File: config.mk
export PLATFORM = sky130hd
export DESIGN_NAME = fpu_mv_pipe
export DESIGN_NICKNAME = d
export VERILOG_FILES = /design/src/fpu_mv_pkg.sv /design/src/fpu_mv_decoder.sv /design/src/fpu_mv_exec.sv /design/src/fpu_mv_operand_fetch.sv /design/src/fpu_mv_pipe.sv
export SDC_FILE = /design/constraint.sdc
export NUM_CORES = 1
export LEC_CHECK = 0
export BUFFER_PORTS_ARGS = -buffer_cell sky130_fd_sc_hd__buf_4
export CAP_MARGIN = 20
export CORE_AREA = 5 5 228 230
export CTS_CLUSTER_SIZE = 16
export DETAILED_ROUTE_END_ITERATION = 6
export DIE_AREA = 0 0 233 235
export GPL_TIMING_DRIVEN = 0
export PLACE_DENSITY_LB_ADDON = 0.08
export SYNTH_ARGS = -nofsm -noshare
export SYNTH_HDL_FRONTEND = slang
export SYNTH_SLANG_ARGS = --single-unit
File: constraint.sdc
create_clock -name i_clk -period 5.1 [get_ports i_clk]
set_input_delay 0.255 -clock i_clk [delete_from_list [all_inputs] [get_ports i_clk]]
set_output_delay 0.255 -clock i_clk [all_outputs]
set_load 0.1 [all_outputs]
File: src/fpu_mv_pkg.sv
// Widths, types and the forwarding match shared by the RTL of the FP move pipe
`default_nettype none

package fpu_mv_pkg;

  // ----------------------------------------------------------
  // Widths
  // ----------------------------------------------------------
  localparam int FLEN_W = 64;
  localparam int RNID_W = 6;
  localparam int TAG_W  = 8;

  typedef logic [FLEN_W-1:0] flen_t;
  typedef logic [RNID_W-1:0] rnid_t;

  // Boxed canonical single-precision NaN
  localparam flen_t CANON_NAN_S = 64'hffff_ffff_7fc0_0000;

  // ----------------------------------------------------------
  // Enums
  // ----------------------------------------------------------
  typedef enum logic [0:0] {
    GPR = 1'b0,
    FPR = 1'b1
  } reg_typ_e;

  typedef enum logic [3:0] {
    OP_FMV_X_W,
    OP_FMV_W_X,
    OP_FMV_X_D,
    OP_FMV_D_X,
    OP_FSGNJ_S,
    OP_FSGNJN_S,
    OP_FSGNJX_S,
    OP_FSGNJ_D,
    OP_FSGNJN_D,
    OP_FSGNJX_D,
    OP_ILLEGAL
  } fpu_op_e;

  // ----------------------------------------------------------
  // Structs
  // ----------------------------------------------------------
  typedef struct packed {
    logic     valid;
    reg_typ_e typ;
    rnid_t    rnid;
  } reg_ref_t;

  typedef struct packed {
    logic             valid;
    logic [31:0]      inst;
    logic [TAG_W-1:0] tag;
    reg_ref_t         rs1;
    reg_ref_t         rs2;
    reg_ref_t         rd;
  } issue_t;

  typedef struct packed {
    logic     valid;
    reg_typ_e typ;
    rnid_t    rnid;
    flen_t    data;
  } phy_wr_t;

  typedef struct packed {
    logic     valid;
    reg_typ_e typ;
    rnid_t    rnid;
  } early_wr_t;

  typedef struct packed {
    logic  valid;
    rnid_t rnid;
  } rd_req_t;

  typedef struct packed {
    logic             valid;
    logic [TAG_W-1:0] tag;
    logic             except;
  } done_rpt_t;

  // x0 is hardwired, so a GPR id 0 source never takes bus data
  function automatic logic is_fwd_hit(reg_ref_t src, phy_wr_t wr);
    logic not_x0;
    not_x0 = (src.typ != GPR) || (src.rnid != '0);
    return src.valid & wr.valid & not_x0 & (src.typ == wr.typ) & (src.rnid == wr.rnid);
  endfunction

endpackage

`default_nettype wire

File: src/fpu_mv_decoder.sv
// Combinational ex0 decoder, maps an OP-FP instruction word to a move/sign-injection op
`default_nettype none
`timescale 1ns/1ps

module fpu_mv_decoder (
  input  logic [31:0]         i_inst,
  output fpu_mv_pkg::fpu_op_e o_op
);

  localparam logic [6:0] OPC_OP_FP = 7'b1010011;

  logic [6:0] w_opcode;
  logic [4:0] w_rs2;
  logic [9:0] w_key;

  assign w_opcode = i_inst[6:0];
  assign w_rs2    = i_inst[24:20];
  // funct7 and funct3 together
  assign w_key    = {i_inst[31:25], i_inst[14:12]};

  always_comb begin
    o_op = fpu_mv_pkg::OP_ILLEGAL;
    if (w_opcode == OPC_OP_FP) begin
      case (w_key)
        10'b0010000_000: o_op = fpu_mv_pkg::OP_FSGNJ_S;
        10'b0010000_001: o_op = fpu_mv_pkg::OP_FSGNJN_S;
        10'b0010000_010: o_op = fpu_mv_pkg::OP_FSGNJX_S;
        10'b0010001_000: o_op = fpu_mv_pkg::OP_FSGNJ_D;
        10'b0010001_001: o_op = fpu_mv_pkg::OP_FSGNJN_D;
        10'b0010001_010: o_op = fpu_mv_pkg::OP_FSGNJX_D;
        // Moves need rs2 == 0
        10'b1110000_000: if (w_rs2 == 5'd0) o_op = fpu_mv_pkg::OP_FMV_X_W;
        10'b1111000_000: if (w_rs2 == 5'd0) o_op = fpu_mv_pkg::OP_FMV_W_X;
        10'b1110001_000: if (w_rs2 == 5'd0) o_op = fpu_mv_pkg::OP_FMV_X_D;
        10'b1111001_000: if (w_rs2 == 5'd0) o_op = fpu_mv_pkg::OP_FMV_D_X;
        default: o_op = fpu_mv_pkg::OP_ILLEGAL;
      endcase
    end
  end

endmodule

`default_nettype wire

File: src/fpu_mv_exec.sv
// Combinational ex2 datapath for FP moves and sign injection, with NaN-box canonicalisation
`default_nettype none
`timescale 1ns/1ps

module fpu_mv_exec (
  input  fpu_mv_pkg::fpu_op_e i_op,
  input  fpu_mv_pkg::flen_t   i_rs1,
  input  fpu_mv_pkg::flen_t   i_rs2,
  output fpu_mv_pkg::flen_t   o_result
);

  localparam int MSB = fpu_mv_pkg::FLEN_W - 1;

  fpu_mv_pkg::flen_t w_rs1_box;
  fpu_mv_pkg::flen_t w_rs2_box;

  // Improperly boxed singles read as the canonical NaN
  assign w_rs1_box = (&i_rs1[MSB:32]) ? i_rs1 : fpu_mv_pkg::CANON_NAN_S;
  assign w_rs2_box = (&i_rs2[MSB:32]) ? i_rs2 : fpu_mv_pkg::CANON_NAN_S;

  always_comb begin
    case (i_op)
      // ----------------------------------------------------------
      // Moves
      // ----------------------------------------------------------
      fpu_mv_pkg::OP_FMV_X_W: o_result = {{32{i_rs1[31]}}, i_rs1[31:0]};
      fpu_mv_pkg::OP_FMV_W_X: o_result = {{32{1'b1}}, i_rs1[31:0]};
      fpu_mv_pkg::OP_FMV_X_D: o_result = i_rs1;
      fpu_mv_pkg::OP_FMV_D_X: o_result = i_rs1;
      // ----------------------------------------------------------
      // Double sign injection
      // ----------------------------------------------------------
      fpu_mv_pkg::OP_FSGNJ_D:  o_result = {i_rs2[MSB], i_rs1[MSB-1:0]};
      fpu_mv_pkg::OP_FSGNJN_D: o_result = {~i_rs2[MSB], i_rs1[MSB-1:0]};
      fpu_mv_pkg::OP_FSGNJX_D: o_result = {i_rs1[MSB] ^ i_rs2[MSB], i_rs1[MSB-1:0]};
      // ----------------------------------------------------------
      // Single sign injection, sign on bit 31
      // ----------------------------------------------------------
      fpu_mv_pkg::OP_FSGNJ_S: begin
        o_result = {w_rs1_box[MSB:32], w_rs2_box[31], w_rs1_box[30:0]};
      end
      fpu_mv_pkg::OP_FSGNJN_S: begin
        o_result = {w_rs1_box[MSB:32], ~w_rs2_box[31], w_rs1_box[30:0]};
      end
      fpu_mv_pkg::OP_FSGNJX_S: begin
        o_result = {w_rs1_box[MSB:32], w_rs1_box[31] ^ w_rs2_box[31], w_rs1_box[30:0]};
      end
      // Illegal ops never write back
      default: o_result = '0;
    endcase
  end

endmodule

`default_nettype wire

File: src/fpu_mv_operand_fetch.sv
// ex1 register-read requests and bus snoop, ex2 operand capture with late forwarding override
`default_nettype none
`timescale 1ns/1ps

module fpu_mv_operand_fetch #(
  parameter int TGT_BUS_SIZE = 3
) (
  input  logic                i_clk,
  input  logic                i_reset_n,
  input  fpu_mv_pkg::issue_t  i_ex1_issue,
  input  fpu_mv_pkg::issue_t  i_ex2_issue,
  input  fpu_mv_pkg::phy_wr_t i_phy_wr [TGT_BUS_SIZE],
  input  fpu_mv_pkg::flen_t   i_fpr_rd_data_rs1,
  input  fpu_mv_pkg::flen_t   i_fpr_rd_data_rs2,
  input  fpu_mv_pkg::flen_t   i_gpr_rd_data_rs1,
  output fpu_mv_pkg::rd_req_t o_fpr_rd_rs1,
  output fpu_mv_pkg::rd_req_t o_fpr_rd_rs2,
  output fpu_mv_pkg::rd_req_t o_gpr_rd_rs1,
  output fpu_mv_pkg::flen_t   o_ex2_rs1,
  output fpu_mv_pkg::flen_t   o_ex2_rs2
);

  fpu_mv_pkg::reg_ref_t w_ex1_src [2];
  fpu_mv_pkg::reg_ref_t w_ex2_src [2];
  fpu_mv_pkg::flen_t    w_ex1_rf  [2];
  fpu_mv_pkg::flen_t    w_ex2_sel [2];

  // ----------------------------------------------------------
  // ex1 read requests
  // ----------------------------------------------------------
  assign o_fpr_rd_rs1.valid = i_ex1_issue.valid & i_ex1_issue.rs1.valid &
                              (i_ex1_issue.rs1.typ == fpu_mv_pkg::FPR);
  assign o_fpr_rd_rs1.rnid  = i_ex1_issue.rs1.rnid;
  assign o_fpr_rd_rs2.valid = i_ex1_issue.valid & i_ex1_issue.rs2.valid &
                              (i_ex1_issue.rs2.typ == fpu_mv_pkg::FPR);
  assign o_fpr_rd_rs2.rnid  = i_ex1_issue.rs2.rnid;
  assign o_gpr_rd_rs1.valid = i_ex1_issue.valid & i_ex1_issue.rs1.valid &
                              (i_ex1_issue.rs1.typ == fpu_mv_pkg::GPR);
  assign o_gpr_rd_rs1.rnid  = i_ex1_issue.rs1.rnid;

  assign w_ex1_src[0] = i_ex1_issue.rs1;
  assign w_ex1_src[1] = i_ex1_issue.rs2;
  assign w_ex2_src[0] = i_ex2_issue.rs1;
  assign w_ex2_src[1] = i_ex2_issue.rs2;

  // Only rs1 can come from the GPR file
  assign w_ex1_rf[0] = (i_ex1_issue.rs1.typ == fpu_mv_pkg::GPR) ? i_gpr_rd_data_rs1 :
                                                                  i_fpr_rd_data_rs1;
  assign w_ex1_rf[1] = i_fpr_rd_data_rs2;

  // ----------------------------------------------------------
  // Snoop, capture and override per source
  // ----------------------------------------------------------
  for (genvar s = 0; s < 2; s++) begin : g_src
    logic              w_ex1_hit;
    logic              w_ex2_hit;
    fpu_mv_pkg::flen_t w_ex1_fwd;
    fpu_mv_pkg::flen_t w_ex2_fwd;
    fpu_mv_pkg::flen_t r_ex2_data;

    always_comb begin
      w_ex1_hit = 1'b0;
      w_ex2_hit = 1'b0;
      w_ex1_fwd = '0;
      w_ex2_fwd = '0;
      for (int t = 0; t < TGT_BUS_SIZE; t++) begin
        if (fpu_mv_pkg::is_fwd_hit(w_ex1_src[s], i_phy_wr[t])) begin
          w_ex1_hit = 1'b1;
          w_ex1_fwd = w_ex1_fwd | i_phy_wr[t].data;
        end
        if (fpu_mv_pkg::is_fwd_hit(w_ex2_src[s], i_phy_wr[t])) begin
          w_ex2_hit = 1'b1;
          w_ex2_fwd = w_ex2_fwd | i_phy_wr[t].data;
        end
      end
    end

    always_ff @(posedge i_clk, negedge i_reset_n) begin
      if (!i_reset_n) begin
        r_ex2_data <= '0;
      end else begin
        r_ex2_data <= w_ex1_hit ? w_ex1_fwd : w_ex1_rf[s];
      end
    end

    assign w_ex2_sel[s] = w_ex2_hit ? w_ex2_fwd : r_ex2_data;
  end

  assign o_ex2_rs1 = w_ex2_sel[0];
  assign o_ex2_rs2 = w_ex2_sel[1];

endmodule

`default_nettype wire

File: src/fpu_mv_pipe.sv
// Top of the four-stage FP move pipe, holds the stage registers and drives write-back and done
`default_nettype none
`timescale 1ns/1ps

module fpu_mv_pipe #(
  parameter int TGT_BUS_SIZE = 3
) (
  input  logic                  i_clk,
  input  logic                  i_reset_n,
  input  logic                  i_flush,
  input  fpu_mv_pkg::issue_t    i_issue,
  input  fpu_mv_pkg::phy_wr_t   i_phy_wr [TGT_BUS_SIZE],
  input  fpu_mv_pkg::flen_t     i_fpr_rd_data_rs1,
  input  fpu_mv_pkg::flen_t     i_fpr_rd_data_rs2,
  input  fpu_mv_pkg::flen_t     i_gpr_rd_data_rs1,
  output fpu_mv_pkg::rd_req_t   o_fpr_rd_rs1,
  output fpu_mv_pkg::rd_req_t   o_fpr_rd_rs2,
  output fpu_mv_pkg::rd_req_t   o_gpr_rd_rs1,
  output fpu_mv_pkg::early_wr_t o_early_wr,
  output fpu_mv_pkg::phy_wr_t   o_phy_wr,
  output fpu_mv_pkg::done_rpt_t o_done
);

  fpu_mv_pkg::fpu_op_e w_ex0_op;
  fpu_mv_pkg::issue_t  w_ex1_next;
  fpu_mv_pkg::issue_t  w_ex2_next;
  fpu_mv_pkg::issue_t  w_ex3_next;

  fpu_mv_pkg::issue_t  r_ex1_issue;
  fpu_mv_pkg::fpu_op_e r_ex1_op;
  fpu_mv_pkg::issue_t  r_ex2_issue;
  fpu_mv_pkg::fpu_op_e r_ex2_op;
  fpu_mv_pkg::issue_t  r_ex3_issue;
  fpu_mv_pkg::fpu_op_e r_ex3_op;

  fpu_mv_pkg::flen_t   w_ex2_rs1;
  fpu_mv_pkg::flen_t   w_ex2_rs2;
  fpu_mv_pkg::flen_t   w_ex2_res;
  fpu_mv_pkg::flen_t   r_ex3_res;

  logic                w_ex3_legal;

  // ----------------------------------------------------------
  // ex0
  // ----------------------------------------------------------
  fpu_mv_decoder u_decoder (
    .i_inst (i_issue.inst),
    .o_op   (w_ex0_op)
  );

  // Flush kills whatever sits in ex0..ex2 this cycle
  always_comb begin
    w_ex1_next       = i_issue;
    w_ex1_next.valid = i_issue.valid & ~i_flush;
    w_ex2_next       = r_ex1_issue;
    w_ex2_next.valid = r_ex1_issue.valid & ~i_flush;
    w_ex3_next       = r_ex2_issue;
    w_ex3_next.valid = r_ex2_issue.valid & ~i_flush;
  end

  always_ff @(posedge i_clk, negedge i_reset_n) begin
    if (!i_reset_n) begin
      r_ex1_issue <= '0;
      r_ex2_issue <= '0;
      r_ex3_issue <= '0;
      r_ex1_op    <= fpu_mv_pkg::OP_ILLEGAL;
      r_ex2_op    <= fpu_mv_pkg::OP_ILLEGAL;
      r_ex3_op    <= fpu_mv_pkg::OP_ILLEGAL;
    end else begin
      r_ex1_issue <= w_ex1_next;
      r_ex2_issue <= w_ex2_next;
      r_ex3_issue <= w_ex3_next;
      r_ex1_op    <= w_ex0_op;
      r_ex2_op    <= r_ex1_op;
      r_ex3_op    <= r_ex2_op;
    end
  end

  // ----------------------------------------------------------
  // ex1 / ex2
  // ----------------------------------------------------------
  assign o_early_wr.valid = r_ex1_issue.valid & r_ex1_issue.rd.valid &
                            (r_ex1_op != fpu_mv_pkg::OP_ILLEGAL);
  assign o_early_wr.typ   = r_ex1_issue.rd.typ;
  assign o_early_wr.rnid  = r_ex1_issue.rd.rnid;

  fpu_mv_operand_fetch #(
    .TGT_BUS_SIZE (TGT_BUS_SIZE)
  ) u_operand_fetch (
    .i_clk             (i_clk),
    .i_reset_n         (i_reset_n),
    .i_ex1_issue       (r_ex1_issue),
    .i_ex2_issue       (r_ex2_issue),
    .i_phy_wr          (i_phy_wr),
    .i_fpr_rd_data_rs1 (i_fpr_rd_data_rs1),
    .i_fpr_rd_data_rs2 (i_fpr_rd_data_rs2),
    .i_gpr_rd_data_rs1 (i_gpr_rd_data_rs1),
    .o_fpr_rd_rs1      (o_fpr_rd_rs1),
    .o_fpr_rd_rs2      (o_fpr_rd_rs2),
    .o_gpr_rd_rs1      (o_gpr_rd_rs1),
    .o_ex2_rs1         (w_ex2_rs1),
    .o_ex2_rs2         (w_ex2_rs2)
  );

  fpu_mv_exec u_exec (
    .i_op     (r_ex2_op),
    .i_rs1    (w_ex2_rs1),
    .i_rs2    (w_ex2_rs2),
    .o_result (w_ex2_res)
  );

  always_ff @(posedge i_clk) begin
    r_ex3_res <= w_ex2_res;
  end

  // ----------------------------------------------------------
  // ex3 write-back and done
  // ----------------------------------------------------------
  assign w_ex3_legal = (r_ex3_op != fpu_mv_pkg::OP_ILLEGAL);

  assign o_phy_wr.valid = r_ex3_issue.valid & r_ex3_issue.rd.valid & w_ex3_legal;
  assign o_phy_wr.typ   = r_ex3_issue.rd.typ;
  assign o_phy_wr.rnid  = r_ex3_issue.rd.rnid;
  assign o_phy_wr.data  = r_ex3_res;

  assign o_done.valid  = r_ex3_issue.valid;
  assign o_done.tag    = r_ex3_issue.tag;
  assign o_done.except = ~w_ex3_legal;

endmodule

`default_nettype wire

==> impl_metrics.csv <==
group,metric,value,unit
timing,max_slew_margin,0.203,
finish,layout-drive-gt1-share,0.292,
setup_path,endpoint_kind,"flop",
finish,final_cells,2933,
floorplan,initial_utilization,0.282,
floorplan,io_pins,587,
clocking,cts_tree,"done",
synthesis,synthCells,1440,
run_status,violations,"design-rule violations",
drt,ant_nets,0,
setup_path,worst_ep_arrival_time,5300,ps
synthesis,asyncSetResetFlopFracSynth,0.750,
drt,wl,82700,µm
drt,viasPerCell,5.69,
setup_path,start_kind,"flop",
min_path,hp-class,"in -> reg",
setup_path,cp.required,5530,ps
synthesis,synth_nets,1916,
run,maxCapViolCount,0,
synthesis,synth.avg_cell_area,9.73,µm²
floorplan,rows,82,
timing,maxClockFrequency,205,MHz
timing,worst-slew-pin-transition,1190,ps
synthesis,seq_area_frac_synth,0.435,
synthesis,syn_area,0.0140,mm²
synthesis,yosysMostFrequentCell,"dfrtp_1",
clocking,clk_pin_slew,60,ps
timing,tns,0,ps
timing,hold_viol_final,0,
timing,rsz0062_at_grt,"false",
place,portBuffers,525,
timing,post-route-period-util,0.954,
finish,num_antenna_cells,0,
floorplan,die_area,0.0548,mm²
clocking,numCtsBuffers,31,
global_routing,first_global_vias,17425,
clocking,clock_latency,590,ps
setup_path,critical_path_class,"reg -> reg",
floorplan,core_area,0.0497,mm²
clocking,h-tree-depth,1,
global_routing,grt_max_degree,106,
drt,drt_iter0_markers,2430,
clocking,cts.path.max_buffers,3,
timing,drv_slew,0,
synthesis,ys.flop_type,"dfrtp_1",
synthesis,yosys-top-cells-area,"dfrtp_1 (33%), a222oi_1 (9.6%), dfxtp_1 (9.1%)",
synthesis,ys_types,81,
floorplan,die_w,233,µm
global_routing,antenna_found_initial,1,
setup_path,path_max_fanout,10,
drt,wl_per_cell,28.2,µm
synthesis,synth-edff-count,0,
global_routing,grt-ovfl-total,0,
drt,vias,16687,
place,place_congestion,0.947,
drt,first_pass_iters,7,
place,hpwl,63600,µm
timing,skew,12.3,ps
finish,nNetsFinal,2713,
power_and_ir_drop,leakagePower,9.29,nW
synthesis,ys_seq_elements,256,
synthesis,ys_warn_count,0,
global_routing,grt_pass1_wl,118000,µm
floorplan,die_height,235,µm
drt,drc,31,
power_and_ir_drop,power.density,245,mW/mm²
synthesis,synth_common_cells,"dfrtp_1 (186), a222oi_1 (134), nand2_1 (117)",
run_status,outcome,"finished with violations",
finish,areaGrowthSynthToFinish,58.4,%
clocking,cts.sinks,256,
synthesis,yosysTopAreaCellShare,0.332,
timing,timing.hold.ws,6.92,ps
place,dp.cells,2642,
clocking,cts-root-buf,"clkbuf_16",
power_and_ir_drop,p_total,5.43,mW
finish,n_fill_cell,4987,
timing,finalSetupViolCount,0,
power_and_ir_drop,peakVddDrop,0.230,mV
synthesis,yosys.area.top_type,"dfrtp_1",
timing,period_needed,4870,ps
global_routing,grt_usage,0.287,
==> repair_timing <==
action                                 CTS  global route
hold buffers                           229             0
setup endpoints to repair                5            55
pin swaps                                0             1
buffers inserted                         0             2
endpoints found under the hold margin  229             0
resized for setup                        1             6
==> power by group <==
group	switching (mW)	total (mW)	leakage [nW]	internal, mW
clock	0.938	2.15	0.468	1.22
sequential	0.0576	2.17	2.77	2.11
combinational	0.598	1.10	6.04	0.502
==> cells in the final DEF, fill, tap and decap left out, types with 7 or more instances in the layout <==
cell and count:
a211oi_1 28, a21boi_0 8, a21o_1 8, a21oi_1 87
a221o_1 19, a221oi_1 21, a222oi_1 134, a22o_1 25
a31oi_1 19, and2_1 9, and3_1 10, and4_1 17
buf_1 7, buf_2 8, buf_4 569, clkbuf_1 120
clkbuf_16 31, dfrtp_1 186, dfxtp_1 64, dlygate4sd3_1 229
inv_1 15, mux2i_1 39, nand2_1 117, nand2b_1 9
nand3_1 30, nand4_1 41, nor2_1 27, nor2b_1 31
nor3_1 16, nor4_1 15, o211ai_1 7, o21ai_0 80
or3_1 7, or4_1 14, xnor2_1 77, xor2_1 9
==> metal layers <==
metal / global-route usage / wire, µm / vias to the layer above
met2: 0.473 / 38800 / 986
met1: 0.373 / 33100 / 8223
met3: 0.0608 / 7410 / 195
li1: - / - / 7281
met5: 0 / 11 / -
met4: 0.0995 / 3390 / 2
==> area by class of cell <==
cell class,instances,area (µm²),share of cell area
clock inverter,13,105,0.00474
clock buffer,44,855,0.0385
sequential,256,6090,0.275
timing repair buffer,764,6340,0.286
multi-input combinational,998,7080,0.319
inverter,15,56.3,0.00254
tap,672,841,0.0379
buffer,171,812,0.0366
==> state kept, by name (all words and copies together) (netlist names), 7 cells and up <==
signal                            count
u_operand_fetch.g_src.r_ex2_data     97
r_ex3_res                            64
r_ex2_issue                          33
r_ex1_issue                          26
o_done                                9
o_early_wr                            7
o_phy_wr                              7
==> logic make-up after synthesis <==
group                      Yosys count  synth area share
adders and majority gates            1          0.000715
muxes                               39            0.0279
xor gates and xnor gates            86            0.0538
and+or+nand+nor                    365             0.142
AOI/OAI and AO/OA                  507             0.279
DFF                                256             0.435
buffers and inverters              186            0.0618
==> worst paths after layout <==
path                                            from                                                end  slack [ps]  depth (start not counted)
hold / removal                 i_fpr_rd_data_rs1[43]  u_operand_fetch.g_src[0].r_ex2_data[43]$_DFF_PN0_           7                          3
hold reg to reg            r_ex1_issue[29]$_DFF_PN0_                          r_ex2_issue[29]$_DFF_PN0_         340                          0
min in group asynchronous                  i_reset_n  u_operand_fetch.g_src[1].r_ex2_data[32]$_DFF_PN0_         220                          2
setup / recovery           r_ex2_issue[16]$_DFF_PN0_                              r_ex3_res[63]$_DFF_P_         230                         13
max in group asynchronous                  i_reset_n   u_operand_fetch.g_src[0].r_ex2_data[1]$_DFF_PN0_        3880                          3
setup reg to reg           r_ex2_issue[16]$_DFF_PN0_                              r_ex3_res[63]$_DFF_P_         230                         13
==> per-stage QoR <==
| step | util | setup slack [ps] | cell area (µm²) |
|---|---|---|---|
| final | 0.447 | 234 | 22200 |
| after global routing | 0.447 | 11.7 | 22200 |
| after CTS | 0.446 | 7.29 | 22100 |
| after detailed placement | 0.380 | -158 | 18900 |
| after global placement | 0.378 | -170 | 18800 |
| after floorplan | - | 1330 | 14000 |
==> worst max-delay path: stages (launching register included) <==
cell       delay [ps]
dfrtp_1           440
xnor2_1           250
nand4_1           380
nor3_2            540
clkbuf_1          510
clkbuf_2          460
o2bb2ai_1         270
o22a_1            200
nand4_1           100
nand4b_1          210
or4_4             590
o21ai_2           250
buf_2             310
o211ai_1          180
(Power assumes the default switching activity.)
